**src/lsu_consts.svh**
```systemverilog
`ifndef LSU_CONSTS_SVH
`define LSU_CONSTS_SVH

// data and address width
`define LSU_XLEN 32

// byte lanes per word
`define LSU_LANES 4

// data ram geometry, depth in words
`define LSU_RAM_WORDS 256
`define LSU_RAM_ABITS 8

// cycles from request rise to the completion level
`define LSU_RAM_LATENCY 2
`define LSU_LAT_BITS 4

// register file index
`define LSU_REG_BITS 5

// encoded field widths in the control word
`define LSU_OP_BITS 3
`define LSU_SIZE_BITS 2

`endif

```
**src/lsu_pkg.sv**
```systemverilog
`include "lsu_consts.svh"

package lsu_pkg;

    typedef logic [`LSU_XLEN-1:0] word_t;
    typedef logic [`LSU_LANES-1:0] byte_mask_t;
    typedef logic [`LSU_REG_BITS-1:0] reg_idx_t;

    // memory operation carried by the execute stage
    typedef enum logic [`LSU_OP_BITS-1:0] {
        NONE        = 3'd0,
        LOAD        = 3'd1,
        STORE       = 3'd2,
        LOAD_LINKED = 3'd3,
        STORE_COND  = 3'd4
    } mem_op_e;

    typedef enum logic [`LSU_SIZE_BITS-1:0] {
        BYTE = 2'd0,
        HALF = 2'd1,
        WORD = 2'd2
    } mem_size_e;

    // word handed over from execute
    typedef struct packed {
        word_t     pc;
        word_t     alu_result;
        word_t     store_data;
        mem_op_e   mem_op;
        mem_size_e mem_size;
        logic      unsigned_ext;
        reg_idx_t  wreg_idx;
        logic      wreg_en;
    } ex_mem_ctrl_t;

    typedef struct packed {
        logic      is_mem;
        logic      is_load;
        logic      is_store;
        logic      is_ll;
        logic      is_sc;
        mem_size_e size;
        logic      unsigned_ext;
    } mem_decoded_t;

    // registered word toward writeback
    typedef struct packed {
        word_t    pc;
        word_t    result;
        reg_idx_t wreg_idx;
        logic     wreg_en;
    } mem_wb_ctrl_t;

    typedef struct packed {
        word_t    result;
        reg_idx_t wreg_idx;
        logic     wen;
    } mem_bypass_t;

endpackage

```
**src/load_result.sv**
```systemverilog
`timescale 1ns/1ns
`include "lsu_consts.svh"

module load_result import lsu_pkg::*; (
    input  logic         clk,
    input  logic         rst_n_i,
    input  logic         flush_i,
    input  logic         left_valid_i,
    input  ex_mem_ctrl_t ex_ctrl_i,
    input  mem_decoded_t dec_i,
    input  word_t        load_word_i,
    input  logic         access_done_i,
    input  logic         llbit_i,
    input  logic         right_ready_i,
    output mem_wb_ctrl_t wb_ctrl_o,
    output logic         right_valid_o,
    output logic         is_fire_o,
    output mem_bypass_t  bypass_o
);

    logic [7:0]  byte_sel;
    logic [15:0] half_sel;
    word_t       load_ext;
    word_t       result;
    logic        fire;

    // lane pick by low address bits
    always_comb begin
        unique case (ex_ctrl_i.alu_result[1:0])
            2'd0: byte_sel = load_word_i[7:0];
            2'd1: byte_sel = load_word_i[15:8];
            2'd2: byte_sel = load_word_i[23:16];
            default: byte_sel = load_word_i[31:24];
        endcase
        half_sel = ex_ctrl_i.alu_result[1] ? load_word_i[31:16] : load_word_i[15:0];
    end

    always_comb begin
        unique case (dec_i.size)
            BYTE: begin
                if (dec_i.unsigned_ext) begin
                    load_ext = {{(`LSU_XLEN-8){1'b0}}, byte_sel};
                end else begin
                    load_ext = {{(`LSU_XLEN-8){byte_sel[7]}}, byte_sel};
                end
            end
            HALF: begin
                if (dec_i.unsigned_ext) begin
                    load_ext = {{(`LSU_XLEN-16){1'b0}}, half_sel};
                end else begin
                    load_ext = {{(`LSU_XLEN-16){half_sel[15]}}, half_sel};
                end
            end
            default: load_ext = load_word_i;
        endcase
    end

    // sc reports the ll bit it saw, loads their data, the rest the alu value
    assign result = dec_i.is_sc   ? word_t'(llbit_i) :
                    dec_i.is_load ? load_ext :
                                    ex_ctrl_i.alu_result;

    assign fire      = left_valid_i & access_done_i & right_ready_i;
    assign is_fire_o = fire;

    assign bypass_o.result   = result;
    assign bypass_o.wreg_idx = ex_ctrl_i.wreg_idx;
    assign bypass_o.wen      = ex_ctrl_i.wreg_en & left_valid_i & access_done_i;

    always_ff @(posedge clk or negedge rst_n_i) begin
        if (!rst_n_i) begin
            right_valid_o <= 1'b0;
        end else if (flush_i) begin
            right_valid_o <= 1'b0;
        end else if (fire) begin
            right_valid_o <= 1'b1;
        end else if (right_ready_i) begin
            right_valid_o <= 1'b0;
        end
    end

    always_ff @(posedge clk) begin
        if (fire) begin
            wb_ctrl_o.pc       <= ex_ctrl_i.pc;
            wb_ctrl_o.result   <= result;
            wb_ctrl_o.wreg_idx <= ex_ctrl_i.wreg_idx;
            wb_ctrl_o.wreg_en  <= ex_ctrl_i.wreg_en;
        end
    end

endmodule

```
**config.mk**
```make
export PLATFORM = sky130hd
export DESIGN_NAME = load_result
export DESIGN_NICKNAME = d
export VERILOG_FILES = /design/src/lsu_pkg.sv /design/src/load_result.sv
export VERILOG_INCLUDE_DIRS = /design/src
export SDC_FILE = /design/constraint.sdc
export NUM_CORES = 1
export LEC_CHECK = 0
export ABC_CLOCK_PERIOD_IN_PS = 3070
export BUFFER_PORTS_ARGS = -buffer_cell sky130_fd_sc_hd__buf_4
export CORE_AREA = 2 2 104 106
export CTS_CLUSTER_DIAMETER = 40
export DETAILED_ROUTE_END_ITERATION = 12
export DIE_AREA = 0 0 106 108
export MAX_ROUTING_LAYER = met4
export PLACE_DENSITY = 0.75
export SYNTH_ARGS = -nofsm -noshare
export SYNTH_HDL_FRONTEND = slang
export SYNTH_SLANG_ARGS = --single-unit
```
**constraint.sdc**
```tcl
create_clock -name clk -period 3.07 [get_ports clk]
set_input_delay 0.614 -clock clk [delete_from_list [all_inputs] [get_ports clk]]
set_output_delay 0.614 -clock clk [all_outputs]
set_load 0.02 [all_outputs]
```
==> results of run 1 <==
synthesized netlist by cell type, types with 2 or more instances:
master	instances
buf_6	2
inv_1	3
nand2b_1	2
o22ai_1	7
clkbuf_1	9
o211ai_1	4
a211oi_2	10
buf_1	2
o21ai_1	2
mux2i_1	11
nand2_1	28
nor4_2	2
o21ai_0	21
nor2b_1	8
nor3_1	3
a221oi_1	3
nor4_1	3
a211oi_1	12
nor3b_1	2
buf_4	5
nand3_1	16
a21oi_1	16
nor2_1	5
buf_2	6
a32o_1	4
a22oi_1	2
edfxtp_1	70
through the flow:
stage,TNS (ns),std cells,hold WS [ns],utilization
2_1_floorplan,0,271,0.318,-
3_3_place_gp,0,615,0.389,0.507
3_5_place_dp,-0.00193,615,0.392,0.507
4_1_cts,0,631,0.0231,0.523
5_1_grt,0,633,0.0202,0.527
6_report,0,633,0.0425,0.527
layer usage:
layer	track usage	part of all wire	up-vias
met4	0.0724	0.019	0
met3	0.0506	0.087	16
li1	-	-	1496
met2	0.331	0.50	181
met5	-	0	-
met1	0.243	0.39	1526
critical path, cell delays in order:
cell and delay (ns):
buf_4 0.21, buf_4 0.25, clkinvlp_4 0.21, nand2_1 0.13, o211ai_1 0.08, a221oi_1 0.41, buf_4 0.21, buf_4 0.14
kinds of logic after synthesis:
| group | Yosys count |
|---|---|
| mux | 12 |
| simple gates | 74 |
| compound gates | 85 |
| buf+inv | 29 |
| flops | 71 |
cell usage in the layout, fill, tap and decap left out, types with 4 or more instances in the layout:
master / instances
a211oi_2: 10
nor2_1: 5
clkbuf_8: 9
o21ai_0: 21
nor2b_1: 8
nand2_1: 28
edfxtp_1: 70
buf_4: 232
a32o_1: 4
a21oi_1: 16
mux2i_1: 11
o22ai_1: 7
a211oi_1: 12
nand3_1: 16
o211ai_1: 4
repair_timing:
item | in CTS | in global routing
endpoints found under the setup margin | 0 | 14
buffers inserted | 0 | 2
resized for setup | 0 | 2
how the worst max path moves through the flow:
stage	startpoint	endpoint
5_1_grt	dec_i[2]	bypass_o[36]
6_report	dec_i[2]	bypass_o[36]
4_1_cts	ex_ctrl_i[44]	bypass_o[36]
3_3_place_gp	ex_ctrl_i[44]	bypass_o[36]
2_1_floorplan	right_ready_i	is_fire_o
3_5_place_dp	ex_ctrl_i[44]	bypass_o[36]
state kept, by name, indices dropped and copies added (netlist names):
signal         cells
right_valid_o      1
wb_ctrl_o         70
where the power goes:
part	leakage, nW	internal [mW]	switching, mW
registers	0.625	1.12	0.0123
logic	1.51	0.265	0.314
clock network	0.0797	0.289	0.339
total	2.22	1.67	0.666
cell type report:
cell class | count | area [µm²]
inverters | 5 | 25.0
clock buffers | 10 | 128
repair buffers | 234 | 1780
flip-flops and latches | 71 | 2130
multi-input cells | 171 | 1120
fillers | 916 | 4840
well taps | 136 | 170
clock inverters | 6 | 37.5
==> impl_metrics.yaml, run 1 <==
setup_path:
  r2r-start: "right_valid_o"
  crit_required_ns: 2.46
  r2r_cells: 2
  cp_max_fo: 19
  reg2reg_slack_ns: 2.45
  crit_type: "input port to output port"
  cp-start-kind: "input port"
  cp.arrival_ns: 2.28
  r2r_end: "right_valid_o"
  worst_setup_path_end_kind: "output port"
place:
  hpwlAfterDp_um: 9260
  post-place-ws_ns: -0.00193
  gp_congestion: 0.827
  port_buffers: 223
  place_area_um2: 5190
floorplan:
  initial_core_util: 0.332
  core-area_um2: 10200
  rows: 37
  io_pins: 265
  dieArea_um2: 11400
  die_h_um: 108
  die_w_um: 106
timing:
  relSlewSlack: 0.564
  fmax_ghz: 0.346
  setup_viol: 0
  min_period_ns: 2.89
  rsz0062_at_grt: "no"
  final_max_slew_viol_count: 0
  period_share: 0.941
  worst_slew_pin_slew_ns: 0.646
  worst_slack_ns: 0.180
  finClkSkew_ns: 0
  final_hold_viol_count: 0
synth:
  syn-num-nets: 426
  ys_top_cells_by_area: "edfxtp_1, a211oi_2, mux2i_1"
  syn_area_per_cell_um2: 12.5
  syn-cell-area_um2: 3390
  synth_compound_area_frac: 0.176
  yosys_most_used_dff: "edfxtp_1"
  synthAdderAreaFrac: 0
  synth_xor_area_frac: 0
  synthSimpleGateAreaFrac: 0.116
  synth-edff-count: 70
  muxShareOfSynthArea: 0.0358
  synthArstFlopShare: 0.0141
  synth_top_family_by_area: "compound AO/OA/AOI/OAI gates"
  synth_area_leader_cell: "edfxtp_1"
  yosys_warnings: 0
  seq_area_frac_synth: 0.627
  synth_top_area_share: 0.619
  synth_cell_type_count: 40
  syn_inst: 271
  synth-seq-cells: 71
clocking:
  cts_made_buffers: 9
  clk-insertion-delay-late_ns: 0.33
  root_buffer: "clkbuf_8"
  ctsHtreeMaxLevel: 3
  cts_tree: "yes"
  clock-sinks: 71
  clk_pin_slew_ns: 0.07
  clockBufferDepth: 2
  cts.hold.buffers_added: 0
routing:
  drt_pass1_iterations: 4
  via_count: 3219
  ant_nets: 0
  post_drt_wl_per_cell_um: 18.6
  wl_um: 11700
  drt_iter0_drc: 173
  drt-vias-per-instance: 5.09
  drcViolationCount: 0
hold_path:
  min_path_type: "input port to async pin"
global_route:
  grt_overflow: 0
  first_global_vias: 3182
  antenna_found_initial: 0
  grt_pass1_wl_um: 16800
  gr-usage-all-layers: 0.202
  grt_max_degree: 56
status:
  status: "complete, no violations"
layout:
  design_area_um2: 5390
  drive_above_1_share: 0.539
  nNetsFinal: 647
  n_antenna_cell: 0
  area_growth_pct: 58.8
power:
  p_leak_nw: 2.22
  cellPowerDensity_nw_per_um2: 434
  ir_drop_uv: 188
  power.total_mw: 2.34
run:
  drv_cap: 0
No activity file was read; power rests on OpenSTA's default activity.
==> inputs of run 2 (changes only) <==
--- a/config.mk
+++ b/config.mk
@@ -14,6 +14,7 @@
 export DIE_AREA = 0 0 106 108
 export MAX_ROUTING_LAYER = met4
 export PLACE_DENSITY = 0.75
+export RECOVER_POWER = 100
 export SYNTH_ARGS = -nofsm -noshare
 export SYNTH_HDL_FRONTEND = slang
 export SYNTH_SLANG_ARGS = --single-unit
==> run 2 against run 1 <==
  * Clock skew is the same
  * Critical path depth is the same
  * First-iteration DRC count up 5.2%
  * Critical endpoint unchanged
  * Non-clock buffer count did not move
  * Power fell by 2.2%
  * Via count hardly changed
  * Wire length is 0.18% lower
  * Combinational power shrank 9.3%
  * Final cell count unchanged
  * Design area is 6.6% lower
  * Sequential power hardly changed
  * Largest cell class unchanged
  * Largest power group unchanged
  * Sequential share of layout area rose by 2.8 points
==> impl_metrics.yaml, run 2 (synthesis gave the netlist of run 1 again) <==
clocking:
  clockBufferDepth: 2
  clk-insertion-delay-late_ns: 0.33
  clock-sinks: 71
  cts_tree: "yes"
  ctsHtreeMaxLevel: 3
  root_buffer: "clkbuf_8"
  cts.hold.buffers_added: 0
  clk_pin_slew_ns: 0.07
  cts_made_buffers: 9
timing:
  period_share: 0.962
  final_max_slew_viol_count: 0
  worst_slack_ns: 0.117
  holdWs_ns: 0.0637
  rsz0062_at_grt: "no"
  worst_slew_pin_slew_ns: 1.31
  final_hold_viol_count: 0
  finClkSkew_ns: 0
  min_period_ns: 2.95
  relSlewSlack: 0.129
  setup_viol: 0
  setup_tns_ns: 0
  fmax_ghz: 0.339
setup_path:
  crit_required_ns: 2.46
  crit_type: "input port to output port"
  cp-start-kind: "input port"
  cpMaxStageDelayCell: "nor4_1"
  cp_max_fo: 9
  cp.arrival_ns: 2.34
  crit_top_cell: "buf_4"
  r2r_cells: 2
  worst_setup_path_end_kind: "output port"
  cpPeakStageDelay_ns: 0.50
  cp_cell_sequence: "buf_4 -> inv_4 -> nor4_1 -> nor4_4 -> buf_4 -> a221oi_1 -> buf_4 -> buf_4"
layout:
  largest_register_ffs: 70
  area_growth_pct: 48.2
  largestRegisters: "wb_ctrl_o: 70 flops, right_valid_o: 1 flops"
  fin_cells: 633
  nNetsFinal: 647
  final_common_cell: "buf_4"
  drive_above_1_share: 0.360
  final_cell_mix: "buf_4, clkbuf_1, edfxtp_1, clkbuf_4, nand2_1"
  n_antenna_cell: 0
  largest_register: "wb_ctrl_o"
place:
  gp_congestion: 0.827
  post-place-cells: 615
  port_buffers: 223
  hpwlAfterDp_um: 9260
  post-place-ws_ns: -0.00193
routing:
  ant_nets: 0
  wl_um: 11700
  drt_iter0_drc: 182
  drcViolationCount: 0
  drt-vias-per-instance: 5.08
  via_count: 3218
  post_drt_wl_per_cell_um: 18.5
  drt_pass1_iterations: 4
floorplan:
  io_pins: 265
  core-area_um2: 10200
  dieArea_um2: 11400
  rows: 37
  initial_core_util: 0.332
  die_w_um: 106
  die_h_um: 108
global_route:
  gr-usage-all-layers: 0.202
  grt_overflow: 0
  grt_max_degree: 56
  first_global_vias: 3182
  antenna_found_initial: 0
  grt_pass1_wl_um: 16800
power:
  swShare: 0.289
  cellPowerDensity_nw_per_um2: 455
  pwr-share-seq: 0.495
  ir_drop_uv: 186
  intPower_mw: 1.63
  pwr-share-clk: 0.275
  combPwrFrac: 0.230
  power_switching_mw: 0.661
  p_leak_nw: 1.92
hold_path:
  min_path_type: "input port to async pin"
run:
  drv_cap: 0
status:
  status: "complete, no violations"
==> run 2: changes by cell type in the layout (fill, tap and decap cells not counted), moves of 8 or more <==
cell	before	now
a211oi_1	12	20
a211oi_2	10	2
buf_4	232	115
clkbuf_1	1	80
clkbuf_4	0	38
==> run 2: layout make-up <==
class	count	area, µm²
well taps	136	170
repair buffers	234	1470
inverters	5	25.0
clock buffers	10	128
clock inverters	6	37.5
multi-input cells	171	1070
fillers	1025	5200
flip-flops and latches	71	2130
==> run 2: routing by layer <==
metal,up-vias,global-route usage,part of all wire
met1,1527,0.243,0.40
li1,1498,-,-
met3,17,0.0506,0.079
met2,176,0.331,0.50
met5,-,-,0
met4,0,0.0724,0.019
==> run 2: power groups by stage <==
| stage | registers [mW] | logic, mW | clock network, mW |
|---|---|---|---|
| final | 1.13 | 0.526 | 0.630 |
| after global routing | 1.14 | 0.563 | 0.694 |
| after global placement | 1.15 | 0.564 | 0 |
| after CTS | 1.13 | 0.575 | 0.650 |
| after detailed placement | 1.15 | 0.574 | 0 |
| after floorplan | 1.22 | 0.215 | 0 |
==> run 2: per-stage QoR <==
step / total power, mW / area [µm²] / utilization
finish: 2.29 / 5030 / 0.492
detailed placement: 1.73 / 5190 / 0.507
CTS: 2.36 / 5350 / 0.523
global placement: 1.72 / 5190 / 0.507
global route: 2.39 / 5030 / 0.492
floorplan: 1.43 / 3390 / -
==> run 2: repair_timing <==
action	CTS	global route
setup endpoints to repair	0	14
gates resized for setup	0	2
setup buffers	0	2
==> run 2: worst paths after layout <==
| path | slack, ns | start | end |
|---|---|---|---|
| min reg2reg | 0.54 | right_valid_o | right_valid_o |
| max | 0.12 | ex_ctrl_i[45] | bypass_o[36] |
| min in group clk | 0.42 | flush_i | right_valid_o |
| min | 0.06 | rst_n_i | right_valid_o |
| max reg2reg | 2.45 | right_valid_o | right_valid_o |
| max in group asynchronous | 2.92 | rst_n_i | right_valid_o |
==> run 2: critical path: cells and delay by family <==
kind	cells	cell delay [ns]
buffers and inverters	5	0.76
and+or+nand+nor	2	0.60
AOI/OAI and AO/OA	1	0.36
