[config.mk]
export PLATFORM = sky130hd
export DESIGN_NAME = mem_access_exec
export DESIGN_NICKNAME = d
export VERILOG_FILES = /design/src/lsu_pkg.sv /design/src/mem_access_exec.sv
export VERILOG_INCLUDE_DIRS = /design/src
export SDC_FILE = /design/constraint.sdc
export NUM_CORES = 1
export LEC_CHECK = 0
export ABC_AREA = 1
export CELL_PAD_IN_SITES_DETAIL_PLACEMENT = 1
export CELL_PAD_IN_SITES_GLOBAL_PLACEMENT = 1
export CORE_AREA = 4 4 99 101
export CTS_CLUSTER_DIAMETER = 120
export DETAILED_ROUTE_END_ITERATION = 7
export DIE_AREA = 0 0 103 105
export DONT_BUFFER_PORTS = 1
export GPL_TIMING_DRIVEN = 0
export PLACE_DENSITY_LB_ADDON = 0.15
export SLEW_MARGIN = 15
export SYNTH_ARGS = -nofsm -noshare
export SYNTH_HDL_FRONTEND = slang
export SYNTH_SLANG_ARGS = --single-unit
export TNS_END_PERCENT = 20
[constraint.sdc]
create_clock -name clk -period 2.6 [get_ports clk]
set_input_delay 0 -clock clk [delete_from_list [all_inputs] [get_ports clk]]
set_output_delay 0 -clock clk [all_outputs]
set_load 0.01 [all_outputs]
[src/lsu_consts.svh]
`ifndef LSU_CONSTS_SVH
`define LSU_CONSTS_SVH

// data and address width
`define LSU_XLEN 32

// byte lanes per word
`define LSU_LANES 4

// data ram geometry, depth in words
`define LSU_RAM_WORDS 256
`define LSU_RAM_ABITS 8

// cycles from request rise to the completion level
`define LSU_RAM_LATENCY 2
`define LSU_LAT_BITS 4

// register file index
`define LSU_REG_BITS 5

// encoded field widths in the control word
`define LSU_OP_BITS 3
`define LSU_SIZE_BITS 2

`endif

[src/lsu_pkg.sv]
`include "lsu_consts.svh"

package lsu_pkg;

    typedef logic [`LSU_XLEN-1:0] word_t;
    typedef logic [`LSU_LANES-1:0] byte_mask_t;
    typedef logic [`LSU_REG_BITS-1:0] reg_idx_t;

    // memory operation carried by the execute stage
    typedef enum logic [`LSU_OP_BITS-1:0] {
        NONE        = 3'd0,
        LOAD        = 3'd1,
        STORE       = 3'd2,
        LOAD_LINKED = 3'd3,
        STORE_COND  = 3'd4
    } mem_op_e;

    typedef enum logic [`LSU_SIZE_BITS-1:0] {
        BYTE = 2'd0,
        HALF = 2'd1,
        WORD = 2'd2
    } mem_size_e;

    // word handed over from execute
    typedef struct packed {
        word_t     pc;
        word_t     alu_result;
        word_t     store_data;
        mem_op_e   mem_op;
        mem_size_e mem_size;
        logic      unsigned_ext;
        reg_idx_t  wreg_idx;
        logic      wreg_en;
    } ex_mem_ctrl_t;

    typedef struct packed {
        logic      is_mem;
        logic      is_load;
        logic      is_store;
        logic      is_ll;
        logic      is_sc;
        mem_size_e size;
        logic      unsigned_ext;
    } mem_decoded_t;

    // registered word toward writeback
    typedef struct packed {
        word_t    pc;
        word_t    result;
        reg_idx_t wreg_idx;
        logic     wreg_en;
    } mem_wb_ctrl_t;

    typedef struct packed {
        word_t    result;
        reg_idx_t wreg_idx;
        logic     wen;
    } mem_bypass_t;

endpackage

[src/mem_access_exec.sv]
`timescale 1ns/1ns

module mem_access_exec import lsu_pkg::*; (
    input  logic         clk,
    input  logic         rst_n_i,
    input  logic         flush_i,
    input  logic         left_valid_i,
    input  ex_mem_ctrl_t ex_ctrl_i,
    input  mem_decoded_t dec_i,
    input  logic         right_ready_i,
    input  word_t        ram_rdata_i,
    input  logic         rdata_valid_i,
    input  logic         write_finish_i,
    output logic         ram_req_o,
    output logic         ram_we_o,
    output word_t        ram_addr_o,
    output word_t        ram_wdata_o,
    output byte_mask_t   ram_wmask_o,
    output word_t        load_word_o,
    output logic         access_done_o,
    output logic         llbit_o,
    output logic         left_ready_o
);

    logic  llbit_q;
    logic  done_q;
    logic  flush_q;
    word_t hold_q;
    logic  sc_fail;
    logic  need_access;
    logic  pending;
    logic  completion;
    logic  fire;

    // failed sc never reaches the ram
    assign sc_fail     = dec_i.is_sc & ~llbit_q;
    assign need_access = dec_i.is_mem & ~sc_fail;
    assign pending     = left_valid_i & need_access & ~done_q;

    // request level, dropped for one cycle after a flush so the ram restarts
    assign ram_req_o  = pending & ~flush_q;
    assign ram_we_o   = dec_i.is_store;
    assign ram_addr_o = ex_ctrl_i.alu_result;

    assign completion = ram_req_o & (dec_i.is_store ? write_finish_i : rdata_valid_i);

    assign access_done_o = left_valid_i & ~flush_i & (~need_access | done_q | completion);
    assign left_ready_o  = ~(pending & ~completion);
    assign fire          = access_done_o & right_ready_i;

    assign llbit_o     = llbit_q;
    assign load_word_o = done_q ? hold_q : ram_rdata_i;

    // lane alignment of store data and byte enables
    always_comb begin
        unique case (dec_i.size)
            BYTE: begin
                ram_wdata_o = {4{ex_ctrl_i.store_data[7:0]}};
                ram_wmask_o = byte_mask_t'(4'b0001 << ex_ctrl_i.alu_result[1:0]);
            end
            HALF: begin
                ram_wdata_o = {2{ex_ctrl_i.store_data[15:0]}};
                ram_wmask_o = ex_ctrl_i.alu_result[1] ? 4'b1100 : 4'b0011;
            end
            default: begin
                ram_wdata_o = ex_ctrl_i.store_data;
                ram_wmask_o = 4'b1111;
            end
        endcase
    end

    // access already satisfied while the output stalls
    always_ff @(posedge clk or negedge rst_n_i) begin
        if (!rst_n_i) begin
            done_q  <= 1'b0;
            flush_q <= 1'b0;
        end else begin
            flush_q <= flush_i;
            if (flush_i || fire) begin
                done_q <= 1'b0;
            end else if (completion) begin
                done_q <= 1'b1;
            end
        end
    end

    // ll bit follows the instruction that retires
    always_ff @(posedge clk or negedge rst_n_i) begin
        if (!rst_n_i) begin
            llbit_q <= 1'b0;
        end else if (fire) begin
            if (dec_i.is_ll) begin
                llbit_q <= 1'b1;
            end else if (dec_i.is_sc) begin
                llbit_q <= 1'b0;
            end
        end
    end

    always_ff @(posedge clk) begin
        if (ram_req_o && rdata_valid_i) begin
            hold_q <= ram_rdata_i;
        end
    end

endmodule

==> results of run 1 <==
## flip-flops by register name (all words and copies together), names as in the netlist
register	cells
llbit_o	1
done_q	1
flush_q	1
hold_q	32
## power by group through the flow
stage / clock network, mW / logic [mW] / registers (mW)
after floorplan: 0 / 0.210 / 0.648
after global placement: 0 / 0.250 / 0.650
after detailed placement: 0 / 0.253 / 0.650
after CTS: 0.412 / 0.306 / 0.637
after global routing: 0.430 / 0.334 / 0.638
final: 0.390 / 0.302 / 0.637
## cells in the mapped netlist
master,n,area (um^2)
sky130_fd_sc_hd__buf_2,7,35.0
sky130_fd_sc_hd__nand4_1,1,6.26
sky130_fd_sc_hd__nor3_4,1,16.3
sky130_fd_sc_hd__clkbuf_1,3,11.3
sky130_fd_sc_hd__buf_4,41,308
sky130_fd_sc_hd__nand2_2,1,6.26
sky130_fd_sc_hd__nor2_1,6,22.5
sky130_fd_sc_hd__o211ai_1,7,52.6
sky130_fd_sc_hd__edfxtp_1,32,961
sky130_fd_sc_hd__nand3_1,2,10.0
sky130_fd_sc_hd__buf_6,1,11.3
sky130_fd_sc_hd__nor3_1,1,5.00
sky130_fd_sc_hd__or2_2,1,6.26
sky130_fd_sc_hd__dfrtp_1,3,75.1
sky130_fd_sc_hd__and2_1,1,6.26
sky130_fd_sc_hd__a21o_1,1,7.51
sky130_fd_sc_hd__a21oi_1,1,5.00
sky130_fd_sc_hd__inv_1,18,67.6
sky130_fd_sc_hd__nand2_1,149,559
sky130_fd_sc_hd__nor2_4,2,22.5
sky130_fd_sc_hd__o21ai_0,12,60.1
## final cells by class
| type | count | area share (%) |
|---|---|---|
| Timing Repair Buffer | 41 | 14.5 |
| Tap cell | 111 | 4.78 |
| Multi-Input combinational cell | 186 | 27.1 |
| Sequential cell | 35 | 35.7 |
| Clock inverter | 3 | 0.689 |
| Clock buffer | 5 | 2.37 |
| Buffer | 52 | 12.6 |
| Inverter | 18 | 2.33 |
## metal layers
metal / share of wire [%] / vias to the layer above / track usage (%)
li1: - / 969 / -
met1: 33 / 907 / 11.7
met2: 52 / 135 / 23.6
met3: 13 / 12 / 4.21
met4: 1.8 / 0 / 3.52
met5: 0 / - / 0
## path summary, 6_finish.rpt
check	start	end	cells after the start
min reg2reg	flush_q$_DFF_PN0_	done_q$_DFFE_PN0P_	5
max	done_q$_DFFE_PN0P_	llbit_o$_DFFE_PN0P_	9
min in group asynchronous	rst_n_i	flush_q$_DFF_PN0_	2
min	left_valid_i	left_ready_o	1
max in group asynchronous	rst_n_i	done_q$_DFFE_PN0P_	2
max reg2reg	done_q$_DFFE_PN0P_	llbit_o$_DFFE_PN0P_	9
## cells by family after synthesis
group	count (synthesis)	synth area share, %
simple gates	165	29.3
buf+inv	70	19.2
flops	35	45.9
compound gates	21	5.55
## worst register-to-register path, cell delays in order, from the launching register on
cell,delay [ns]
sky130_fd_sc_hd__dfrtp_1,0.37
sky130_fd_sc_hd__buf_6,0.13
sky130_fd_sc_hd__nor2_4,0.09
sky130_fd_sc_hd__nand2_2,0.08
sky130_fd_sc_hd__a21oi_1,0.23
sky130_fd_sc_hd__nor3_1,0.10
sky130_fd_sc_hd__nand2_1,0.07
sky130_fd_sc_hd__dlygate4sd3_1,0.55
sky130_fd_sc_hd__nand2_1,0.05
sky130_fd_sc_hd__dlygate4sd3_1,0.55
## what timing repair did
item	4_1_cts	5_1_grt
hold endpoints to repair	39	0
hold buffers	40	0
endpoints found under the setup margin	0	0
## per-stage QoR
step / setup WS [ns] / area [um^2]
finish: 0.256 / 2900
global route: 0.131 / 2900
CTS: 0.273 / 2900
detailed placement: 0.948 / 2410
global placement: 0.0380 / 2390
floorplan: 0.542 / 2250
==> tab_implementation.tex, run 1 <==
\begin{tabular}{lr}
\hline
Metric & Value \\
\hline
\multicolumn{2}{l}{\textbf{Routing}} \\
Via Count & 2,023 \\
Detailed-route vias per instance & 4.49 \\
Per-cell routed wire length & 16.1 um \\
DRT iter0 DRCs & 48 \\
Final wirelength & 7280 um \\
Number of iterations in the first detailed-routing pass & 4 \\
ANT nets after route & 0 \\
DRC errors left & 0 \\
\multicolumn{2}{l}{\textbf{Synth}} \\
Number of distinct library cells after synthesis & 21 \\
Count of state elements after synthesis & 35 \\
Post-synthesis net count & 446 \\
Sequential area share after synthesis & 45.9\% \\
Gate count after technology mapping & 291 \\
Synthesis warning total & 0 \\
Avg Synthesized Cell Area & 7.75 um\^{}2 \\
Cell area after technology mapping & 0.00225 mm\^{}2 \\
\multicolumn{2}{l}{\textbf{Final layout}} \\
Leading cell type in the layout, fill and taps excluded & sky130\_fd\_sc\_hd\_\_nand2\_1 \\
Proportion of layout cells with a drive suffix above 1 & 18.8\% \\
Inserted Diodes & 0 \\
Number of nets in the layout & 494 \\
Commonest cells after routing, fill and taps aside & sky130\_fd\_sc\_hd\_\_nand2\_1 (149), sky130\_fd\_sc\_hd\_\_buf\_4 (41), sky130\_fd\_sc\_hd\_\_dlygate4sd3\_1 (40) \\
Number of filler cells placed in the layout & 1,095 \\
Area of the multi-input gates & 787 um\^{}2 \\
Layout overhead on the synthesized area & 28.8\% \\
Fin cells & 451 \\
Flip-flop and latch area & 0.00104 mm\^{}2 \\
Final core occ & 32.2\% \\
\multicolumn{2}{l}{\textbf{CTS}} \\
Total CTS buffers & 5 \\
Root buffer selected by CTS & sky130\_fd\_sc\_hd\_\_clkbuf\_8 \\
Worst-skew pair later-pin latency & 0.29 ns \\
Clock Sinks & 35 \\
Buffer depth of the longest clock path & 2 \\
Clock-pin slew reported for the worst setup and hold paths after clock tree synthesis & 0.07 ns \\
\# resized after CTS & 0 \\
Number of buffers inserted to repair setup after CTS & 0 \\
Clock H-tree levels & 2 \\
TritonCTS clock tree & done \\
\multicolumn{2}{l}{\textbf{STA}} \\
Final sum of negative setup slack & 0 ns \\
Ratio of final minimum period to clock period & 90.2\% \\
Highest clock rate & 427 MHz \\
Max Clock Skew & 0.0101 ns \\
Count of endpoints failing hold in the final timing report & 0 \\
Clock period minus worst slack & 2.34 ns \\
Final setup fails & 0 \\
Relative max-transition margin & 69.5\% \\
Setup repair after global routing missed its margin & false \\
Count of pins over their slew limit & 0 \\
Worst-case hold slack & 0.0745 ns \\
Worst-margin pin slew & 0.453 ns \\
\multicolumn{2}{l}{\textbf{Placement}} \\
Placed insts & 403 \\
Number of I/O port buffers & 0 \\
Routability congestion estimate & 0.671 \\
DP HPWL & 5670 um \\
\multicolumn{2}{l}{\textbf{Floorplanning}} \\
Initial core utilization & 25.0\% \\
Count of pins on the block boundary & 260 \\
Core Rows & 35 \\
Vertical die dimension & 105 um \\
Die Outline Area & 0.0108 mm\^{}2 \\
Die boundary width & 103 um \\
Core area & 0.00902 mm\^{}2 \\
\multicolumn{2}{l}{\textbf{Pwr}} \\
Leakage & 1.33 nW \\
Pwr dens & 457 mW/mm\^{}2 \\
Maximum VDD drop & 0.243 mV \\
Part of the power in registers & 47.9\% \\
Combinational fraction of design power & 22.7\% \\
Switch share & 29.0\% \\
Switch Pwr & 0.385 mW \\
Total power after layout & 1.33 mW \\
Clock share of power & 29.4\% \\
Internal Dissipation & 0.944 mW \\
\multicolumn{2}{l}{\textbf{Setup path}} \\
Startpoint class of the critical path & flip-flop \\
Count of buffer and inverter cells on the critical path & 3 \\
Worst stage delay on the critical path & 0.55 ns \\
Critical path start-end classification & reg2reg \\
Cell-by-cell trace of the critical path & buf\_6 > nor2\_4 > nand2\_2 > a21oi\_1 > nor3\_1 > nand2\_1 > dlygate4sd3\_1 > nand2\_1 > dlygate4sd3\_1 \\
CP max-delay cell & sky130\_fd\_sc\_hd\_\_dlygate4sd3\_1 \\
Slack of the worst reg-to-reg path & 0.26 ns \\
Type of element capturing the critical path & flip-flop \\
Worst-path fanout max & 7 \\
CP Data Arrival Time & 2.51 ns \\
CP required & 2.76 ns \\
Worst path top cell family by delay & buffers and inverters \\
\multicolumn{2}{l}{\textbf{GRT}} \\
Number of global-route vias before repair & 2,170 \\
First-pass GRT wire length & 10,400 um \\
Pin count of the biggest net entering global routing & 32 \\
Antenna violations before repair & 0 \\
Grt total ovfl & 0 \\
GRT Util Overall & 12.2\% \\
\multicolumn{2}{l}{\textbf{Min path}} \\
Path type of the worst min-delay path & in2out \\
\multicolumn{2}{l}{\textbf{Status}} \\
Status & finished clean \\
\multicolumn{2}{l}{\textbf{Run}} \\
Reported max-cap violation count & 0 \\
\hline
\end{tabular}
Note: power is estimated with default switching activity, not from simulation.
==> inputs of run 2 (changes only) <==
--- a/config.mk
+++ b/config.mk
@@ -15,7 +15,7 @@
 export DIE_AREA = 0 0 103 105
 export DONT_BUFFER_PORTS = 1
 export GPL_TIMING_DRIVEN = 0
-export PLACE_DENSITY_LB_ADDON = 0.15
+export PLACE_DENSITY = 0.66
 export SLEW_MARGIN = 15
 export SYNTH_ARGS = -nofsm -noshare
 export SYNTH_HDL_FRONTEND = slang
==> run 2 against run 1 <==
Compared with the run above: combinational power fell by 2%; via count shrank 0.15%; sequential power hardly changed; fmax rose by 0.84%; power is 1.9% lower; sequential cell count unchanged; critical path type unchanged; largest power group unchanged; highest routed layer unchanged.
==> tab_implementation.tex, run 2 (same netlist as run 1, synthesis figures left out) <==
\begin{tabular}{lr}
\hline
Metric & Value \\
\hline
\multicolumn{2}{l}{\textbf{Final layout}} \\
Register with the highest flop count & hold\_q \\
Layout overhead on the synthesized area & 27.0\% \\
Number of nets in the layout & 492 (-0.40\%) \\
Largest register FFs & 32 (unchanged) \\
Inserted Diodes & 0 (unchanged) \\
Leading cell type in the layout, fill and taps excluded & sky130\_fd\_sc\_hd\_\_nand2\_1 \\
Number of filler cells placed in the layout & 1,091 (-0.37\%) \\
Proportion of layout cells with a drive suffix above 1 & 18.1\% (-0.72 points) \\
Commonest cells after routing, fill and taps aside & sky130\_fd\_sc\_hd\_\_nand2\_1 (149), sky130\_fd\_sc\_hd\_\_buf\_4 (41), sky130\_fd\_sc\_hd\_\_dlygate4sd3\_1 (39) \\
Fin cells & 448 (-0.67\%) \\
\multicolumn{2}{l}{\textbf{GRT}} \\
Number of global-route vias before repair & 2,111 (-2.7\%) \\
First-pass GRT wire length & 10,800 um (+3.2\%) \\
Pin count of the biggest net entering global routing & 33 (+3.1\%) \\
GRT Util Overall & 12.6\% (+0.41 points) \\
Grt total ovfl & 0 (unchanged) \\
Antenna violations before repair & 0 (unchanged) \\
\multicolumn{2}{l}{\textbf{Routing}} \\
ANT nets after route & 0 (unchanged) \\
Detailed-route vias per instance & 4.51 (+0.52\%) \\
DRC errors left & 0 (unchanged) \\
Per-cell routed wire length & 16.3 um (+1.2\%) \\
Via Count & 2,020 (-0.15\%) \\
DRT iter0 DRCs & 38 (-21\%) \\
Final wirelength & 7320 um (+0.49\%) \\
Number of iterations in the first detailed-routing pass & 4 (unchanged) \\
\multicolumn{2}{l}{\textbf{Setup path}} \\
Type of element capturing the critical path & flip-flop \\
CP required & 2.76 ns (about the same) \\
CP max-delay cell & sky130\_fd\_sc\_hd\_\_dlygate4sd3\_1 \\
Worst path top cell family by delay & buffers and inverters \\
Worst-path fanout max & 7 (unchanged) \\
Count of buffer and inverter cells on the critical path & 3 (unchanged) \\
Cell-by-cell trace of the critical path & buf\_6 > nor2\_4 > nand2\_2 > a21oi\_1 > nor3\_1 > nand2\_1 > dlygate4sd3\_1 > nand2\_1 > dlygate4sd3\_1 \\
CP Data Arrival Time & 2.48 ns (-0.03 ns) \\
Startpoint class of the critical path & flip-flop \\
Critical path start-end classification & reg2reg \\
Worst stage delay on the critical path & 0.56 ns (about the same) \\
\multicolumn{2}{l}{\textbf{Run}} \\
Reported max-cap violation count & 0 (unchanged) \\
\multicolumn{2}{l}{\textbf{Pwr}} \\
Maximum VDD drop & 0.288 mV (+19\%) \\
Pwr dens & 455 mW/mm\^{}2 (-0.48\%) \\
Leakage & 1.32 nW (-0.83\%) \\
\multicolumn{2}{l}{\textbf{Floorplanning}} \\
Vertical die dimension & 105 um (unchanged) \\
Die boundary width & 103 um (unchanged) \\
Core area & 0.00902 mm\^{}2 (unchanged) \\
Die Outline Area & 0.0108 mm\^{}2 (unchanged) \\
Core Rows & 35 (unchanged) \\
Count of pins on the block boundary & 260 (unchanged) \\
Initial core utilization & 25.0\% (unchanged) \\
\multicolumn{2}{l}{\textbf{CTS}} \\
Root buffer selected by CTS & sky130\_fd\_sc\_hd\_\_clkbuf\_8 \\
Buffer depth of the longest clock path & 2 (unchanged) \\
Clock-pin slew reported for the worst setup and hold paths after clock tree synthesis & 0.06 ns (about the same) \\
Clock Sinks & 35 (unchanged) \\
TritonCTS clock tree & done \\
\# resized after CTS & 0 (unchanged) \\
Total CTS buffers & 5 (unchanged) \\
Clock H-tree levels & 2 (unchanged) \\
Worst-skew pair later-pin latency & 0.28 ns (about the same) \\
\multicolumn{2}{l}{\textbf{STA}} \\
Final setup fails & 0 (unchanged) \\
Max Clock Skew & 0.00843 ns (-0.00168 ns) \\
Final sum of negative setup slack & 0 ns (unchanged) \\
Count of endpoints failing hold in the final timing report & 0 (unchanged) \\
Ratio of final minimum period to clock period & 89.4\% (-0.75 points) \\
Worst-margin pin slew & 0.787 ns (+0.334 ns) \\
Count of pins over their slew limit & 0 (unchanged) \\
Relative max-transition margin & 47.5\% (-22 points) \\
Setup repair after global routing missed its margin & false \\
Highest clock rate & 430 MHz (+0.84\%) \\
Clock period minus worst slack & 2.32 ns (-0.0195 ns) \\
\multicolumn{2}{l}{\textbf{Placement}} \\
Number of I/O port buffers & 0 (unchanged) \\
DP HPWL & 5690 um (+0.33\%) \\
Routability congestion estimate & 0.706 (+5.2\%) \\
Placed insts & 402 (-0.25\%) \\
\multicolumn{2}{l}{\textbf{Min path}} \\
Path type of the worst min-delay path & in2out \\
\multicolumn{2}{l}{\textbf{Status}} \\
Status & finished clean \\
\hline
\end{tabular}
run 2: path summary, 6_finish.rpt:
path,cells past startpoint,end,slack [ns],start
worst max-delay path,9,llbit_o$_DFFE_PN0P_,0.28,done_q$_DFFE_PN0P_
worst min-delay path,1,left_ready_o,0.08,left_valid_i
worst max register to register,9,llbit_o$_DFFE_PN0P_,0.28,done_q$_DFFE_PN0P_
worst min register to register,5,done_q$_DFFE_PN0P_,0.69,flush_q$_DFF_PN0_
max in group asynchronous,2,llbit_o$_DFFE_PN0P_,1.91,rst_n_i
min in group asynchronous,2,flush_q$_DFF_PN0_,0.53,rst_n_i
run 2: what timing repair did:
item | 4_1_cts | 5_1_grt
hold buffers | 39 | 0
endpoints found under the hold margin | 38 | 0
setup endpoints to repair | 0 | 0
setup buffers | 0 | 0
run 2: cell type report:
cell class	instances	area [um^2]	share of cell area (%)
inverter	18	67.6	2.36
tap	111	139	4.85
timing repair buffer	39	390	13.6
buffer	52	365	12.8
clock inverter	2	8.76	0.306
multi-input combinational	186	787	27.5
sequential	35	1040	36.2
clock buffer	5	68.8	2.40
run 2: through the flow:
stage | hold WS (ns) | setup WS (ns) | cell area [um^2] | total power, mW | utilization (%)
final | 0.0757 | 0.276 | 2860 | 1.30 | 31.7
after global placement | -0.295 | 0.108 | 2390 | 0.896 | 26.5
after floorplan | -0.296 | 0.542 | 2250 | 0.858 | -
after CTS | 0.0767 | 0.298 | 2860 | 1.32 | 31.7
after global routing | 0.0779 | 0.112 | 2860 | 1.38 | 31.7
after detailed placement | -0.295 | 0.581 | 2390 | 0.898 | 26.5
run 2: power breakdown:
part / internal, mW / switching [mW] / total, mW
clock: 0.178 / 0.190 / 0.368
combinational: 0.126 / 0.171 / 0.297
sequential: 0.629 / 0.00849 / 0.638
run 2: metal layers:
metal	track usage (%)	share of wire, %	up-vias
met5	0	0	-
met4	2.78	0.55	0
met3	4.14	12	4
met2	24.6	53	133
met1	12.5	35	918
li1	-	-	965
==> inputs of run 3 (changes only) <==
--- a/config.mk
+++ b/config.mk
@@ -7,15 +7,15 @@
 export NUM_CORES = 1
 export LEC_CHECK = 0
 export ABC_AREA = 1
+export BUFFER_PORTS_ARGS = -buffer_cell sky130_fd_sc_hd__clkbuf_2
 export CELL_PAD_IN_SITES_DETAIL_PLACEMENT = 1
 export CELL_PAD_IN_SITES_GLOBAL_PLACEMENT = 1
-export CORE_AREA = 4 4 99 101
+export CORE_MARGIN = 4
+export CORE_UTILIZATION = 21
 export CTS_CLUSTER_DIAMETER = 120
 export DETAILED_ROUTE_END_ITERATION = 7
-export DIE_AREA = 0 0 103 105
-export DONT_BUFFER_PORTS = 1
 export GPL_TIMING_DRIVEN = 0
-export PLACE_DENSITY = 0.66
+export PLACE_DENSITY = 0.92
 export SLEW_MARGIN = 15
 export SYNTH_ARGS = -nofsm -noshare
 export SYNTH_HDL_FRONTEND = slang
==> run 3 against run 2 <==
Compared with the run above: sequential cell count unchanged; register-to-register slack improved by 0.38 ns; cell count increased by 46%; sequential power hardly changed; clock skew shrank 0.0012 ns; critical path depth down 4; non-clock buffer count grew 178; utilization grew 4.6 points; global-route usage rose by 3.4 points; clock-buffer cell count increased by 1; worst hold slack got worse by 0.042 ns; power is 15% higher; largest power group unchanged; highest routed layer unchanged.
==> tab_implementation.tex, run 3 (same netlist as run 1, synthesis figures left out) <==
\begin{tabular}{lr}
\hline
Metric & Value \\
\hline
\multicolumn{2}{l}{\textbf{Final layout}} \\
Inserted Diodes & 0 (unchanged) \\
Layout overhead on the synthesized area & 67.1\% \\
Number of filler cells placed in the layout & 1,310 (+20\%) \\
Flip-flop and latch area & 0.00104 mm\^{}2 (unchanged) \\
Commonest cells after routing, fill and taps aside & sky130\_fd\_sc\_hd\_\_clkbuf\_2 (182), sky130\_fd\_sc\_hd\_\_nand2\_1 (149), sky130\_fd\_sc\_hd\_\_buf\_4 (41) \\
Largest register FFs & 32 (unchanged) \\
Register with the highest flop count & hold\_q \\
Number of nets in the layout & 670 (+36\%) \\
Proportion of layout cells with a drive suffix above 1 & 46.9\% (+29 points) \\
Leading cell type in the layout, fill and taps excluded & sky130\_fd\_sc\_hd\_\_clkbuf\_2 \\
Area of the multi-input gates & 787 um\^{}2 (unchanged) \\
\multicolumn{2}{l}{\textbf{STA}} \\
Relative max-transition margin & 49.0\% (+1.5 points) \\
Clock period minus worst slack & 1.95 ns (-0.377 ns) \\
Setup repair after global routing missed its margin & false \\
Count of endpoints failing hold in the final timing report & 0 (unchanged) \\
Highest clock rate & 513 MHz (+19\%) \\
Count of pins over their slew limit & 0 (unchanged) \\
Max Clock Skew & 0.00721 ns (-0.00122 ns) \\
Ratio of final minimum period to clock period & 74.9\% (-14 points) \\
Worst-margin pin slew & 0.765 ns (-0.0218 ns) \\
Final sum of negative setup slack & 0 ns (unchanged) \\
Setup ws final & 0.652 ns (+0.377 ns) \\
Final setup fails & 0 (unchanged) \\
\multicolumn{2}{l}{\textbf{Setup path}} \\
R2R Path End & hold\_q[12]\$\_DFFE\_PP\_ \\
Critical path start-end classification & reg2reg \\
Type of element capturing the critical path & flip-flop \\
Last element of the critical path & hold\_q[12]\$\_DFFE\_PP\_ \\
Startpoint class of the critical path & flip-flop \\
Source of the critical timing path & done\_q\$\_DFFE\_PN0P\_ \\
R2r worst-path depth & 5 (-4) \\
Worst stage delay on the critical path & 0.69 ns (+0.13 ns) \\
CP Data Arrival Time & 1.87 ns (-0.61 ns) \\
CP required & 2.52 ns (-0.24 ns) \\
Count of buffer and inverter cells on the critical path & 1 (-2) \\
Cell-by-cell trace of the critical path & buf\_6 > nor2\_4 > nand2\_2 > nor3\_4 > and2\_2 \\
Number of stages on the worst setup path & 5 (-4) \\
Worst path top cell family by delay & simple AND/OR/NAND/NOR gates \\
Slack of the worst reg-to-reg path & 0.65 ns (+0.38 ns) \\
Worst-path fanout max & 32 (+25) \\
Source of the worst register-to-register timing path & done\_q\$\_DFFE\_PN0P\_ \\
CP max-delay cell & sky130\_fd\_sc\_hd\_\_and2\_2 \\
\multicolumn{2}{l}{\textbf{Floorplanning}} \\
Core area & 0.0104 mm\^{}2 (+15\%) \\
Die boundary width & 112 um (+8.4\%) \\
Initial core utilization & 21.7\% (-3.3 points) \\
Die Outline Area & 0.0125 mm\^{}2 (+15\%) \\
Count of pins on the block boundary & 260 (unchanged) \\
Vertical die dimension & 112 um (+6.3\%) \\
Core Rows & 37 (+5.7\%) \\
\multicolumn{2}{l}{\textbf{CTS}} \\
Worst-skew pair later-pin latency & 0.29 ns (about the same) \\
Buffer depth of the longest clock path & 2 (unchanged) \\
TritonCTS clock tree & done \\
\# resized after CTS & 0 (unchanged) \\
Clock H-tree levels & 2 (unchanged) \\
Root buffer selected by CTS & sky130\_fd\_sc\_hd\_\_clkbuf\_8 \\
Total CTS buffers & 5 (unchanged) \\
Clock-pin slew reported for the worst setup and hold paths after clock tree synthesis & 0.07 ns (about the same) \\
Clock Sinks & 35 (unchanged) \\
Number of buffers inserted to repair setup after CTS & 0 (unchanged) \\
Post-CTS Hold Fix Bufs & 35 (-10\%) \\
\multicolumn{2}{l}{\textbf{GRT}} \\
Antenna violations before repair & 0 (unchanged) \\
Met3 demand-to-capacity share in global routing & 4.62\% (+0.48 points) \\
Routing layer with the top usage in global route & met2 \\
Grt total ovfl & 0 (unchanged) \\
Number of global-route vias before repair & 3,118 (+48\%) \\
Pin count of the biggest net entering global routing & 33 (unchanged) \\
GR met1 Demand/Resource & 17.5\% (+5.1 points) \\
GRT Util Overall & 16.0\% (+3.4 points) \\
First-pass GRT wire length & 16,300 um (+52\%) \\
Met2 demand-to-capacity share in global routing & 29.8\% (+5.2 points) \\
\multicolumn{2}{l}{\textbf{Pwr}} \\
Leakage & 2.06 nW (+56\%) \\
Maximum VDD drop & 0.265 mV (-7.9\%) \\
Pwr dens & 396 mW/mm\^{}2 (-13\%) \\
\multicolumn{2}{l}{\textbf{Run}} \\
Reported max-cap violation count & 0 (unchanged) \\
\multicolumn{2}{l}{\textbf{Status}} \\
Status & finished clean \\
\multicolumn{2}{l}{\textbf{Routing}} \\
ANT nets after route & 0 (unchanged) \\
DRC errors left & 0 (unchanged) \\
DRT iter0 DRCs & 106 (+180\%) \\
Per-cell routed wire length & 15.5 um (-5.1\%) \\
Final wirelength & 10,100 um (+38\%) \\
Number of iterations in the first detailed-routing pass & 4 (unchanged) \\
Detailed-route vias per instance & 4.38 (-3.0\%) \\
Via Count & 2,853 (+41\%) \\
\multicolumn{2}{l}{\textbf{Placement}} \\
Number of I/O port buffers & 182 (+182) \\
Dpl ws & 0.670 ns (+0.0890 ns) \\
DP HPWL & 7290 um (+28\%) \\
Routability congestion estimate & 0.825 (+17\%) \\
\multicolumn{2}{l}{\textbf{Min path}} \\
Path type of the worst min-delay path & in2reg \\
\hline
\end{tabular}
run 3: changes by cell type in the layout (fill, tap and decap cells not counted), sizes merged:
cell and change:
clkbuf +183, dlygate4sd3 -4
run 3: per-stage QoR:
stage	instances	total power, mW	utilization (%)	hold WS [ns]	cell area (um^2)
3_5_place_dp	609	1.07	32.2	-0.196	3340
2_1_floorplan	291	0.858	-	-0.296	2250
4_1_cts	652	1.48	36.3	0.0177	3770
6_report	652	1.49	36.3	0.0334	3770
5_1_grt	652	1.57	36.3	0.0415	3770
3_3_place_gp	609	1.06	32.2	-0.193	3340
run 3: report_power, final:
| group | internal [mW] | leakage (nW) | total, mW | switching (mW) |
|---|---|---|---|---|
| Sequential | 0.629 | 0.327 | 0.637 | 0.00760 |
| Combinational | 0.226 | 1.70 | 0.478 | 0.251 |
| Clock | 0.183 | 0.0403 | 0.379 | 0.196 |
| Total | 1.04 | 2.06 | 1.49 | 0.455 |
run 3: worst reg2reg max path, stage by stage, from the launching register on:
cell                      delay [ns]
sky130_fd_sc_hd__dfrtp_1        0.38
sky130_fd_sc_hd__buf_6          0.14
sky130_fd_sc_hd__nor2_4         0.11
sky130_fd_sc_hd__nand2_2        0.09
sky130_fd_sc_hd__nor3_4         0.16
sky130_fd_sc_hd__and2_2         0.69
run 3: routing by layer:
layer	vias up	wire, um	part of all wire [%]
met4	0	174	1.7
li1	1329	-	-
met1	1314	3860	38
met3	16	1020	10
met5	-	0	0
met2	194	5050	50
run 3: layout make-up:
class	count	share of cell area (%)
plain buffers	52	9.70
repair buffers	217	33.5
clock inverters	2	0.199
flip-flops and latches	35	27.5
multi-input cells	186	20.9
well taps	136	4.52
clock buffers	6	1.93
inverters	18	1.79
run 3: worst min-delay path by stage:
stage | start | endpoint | slack, ns | cells past startpoint
finish | right_ready_i | llbit_o$_DFFE_PN0P_ | 0.03 | 4
floorplan | rst_n_i | done_q$_DFFE_PN0P_ | -0.30 | 0
CTS | right_ready_i | llbit_o$_DFFE_PN0P_ | 0.02 | 4
global placement | rst_n_i | llbit_o$_DFFE_PN0P_ | -0.19 | 1
global route | rst_n_i | done_q$_DFFE_PN0P_ | 0.04 | 2
detailed placement | rst_n_i | llbit_o$_DFFE_PN0P_ | -0.20 | 1
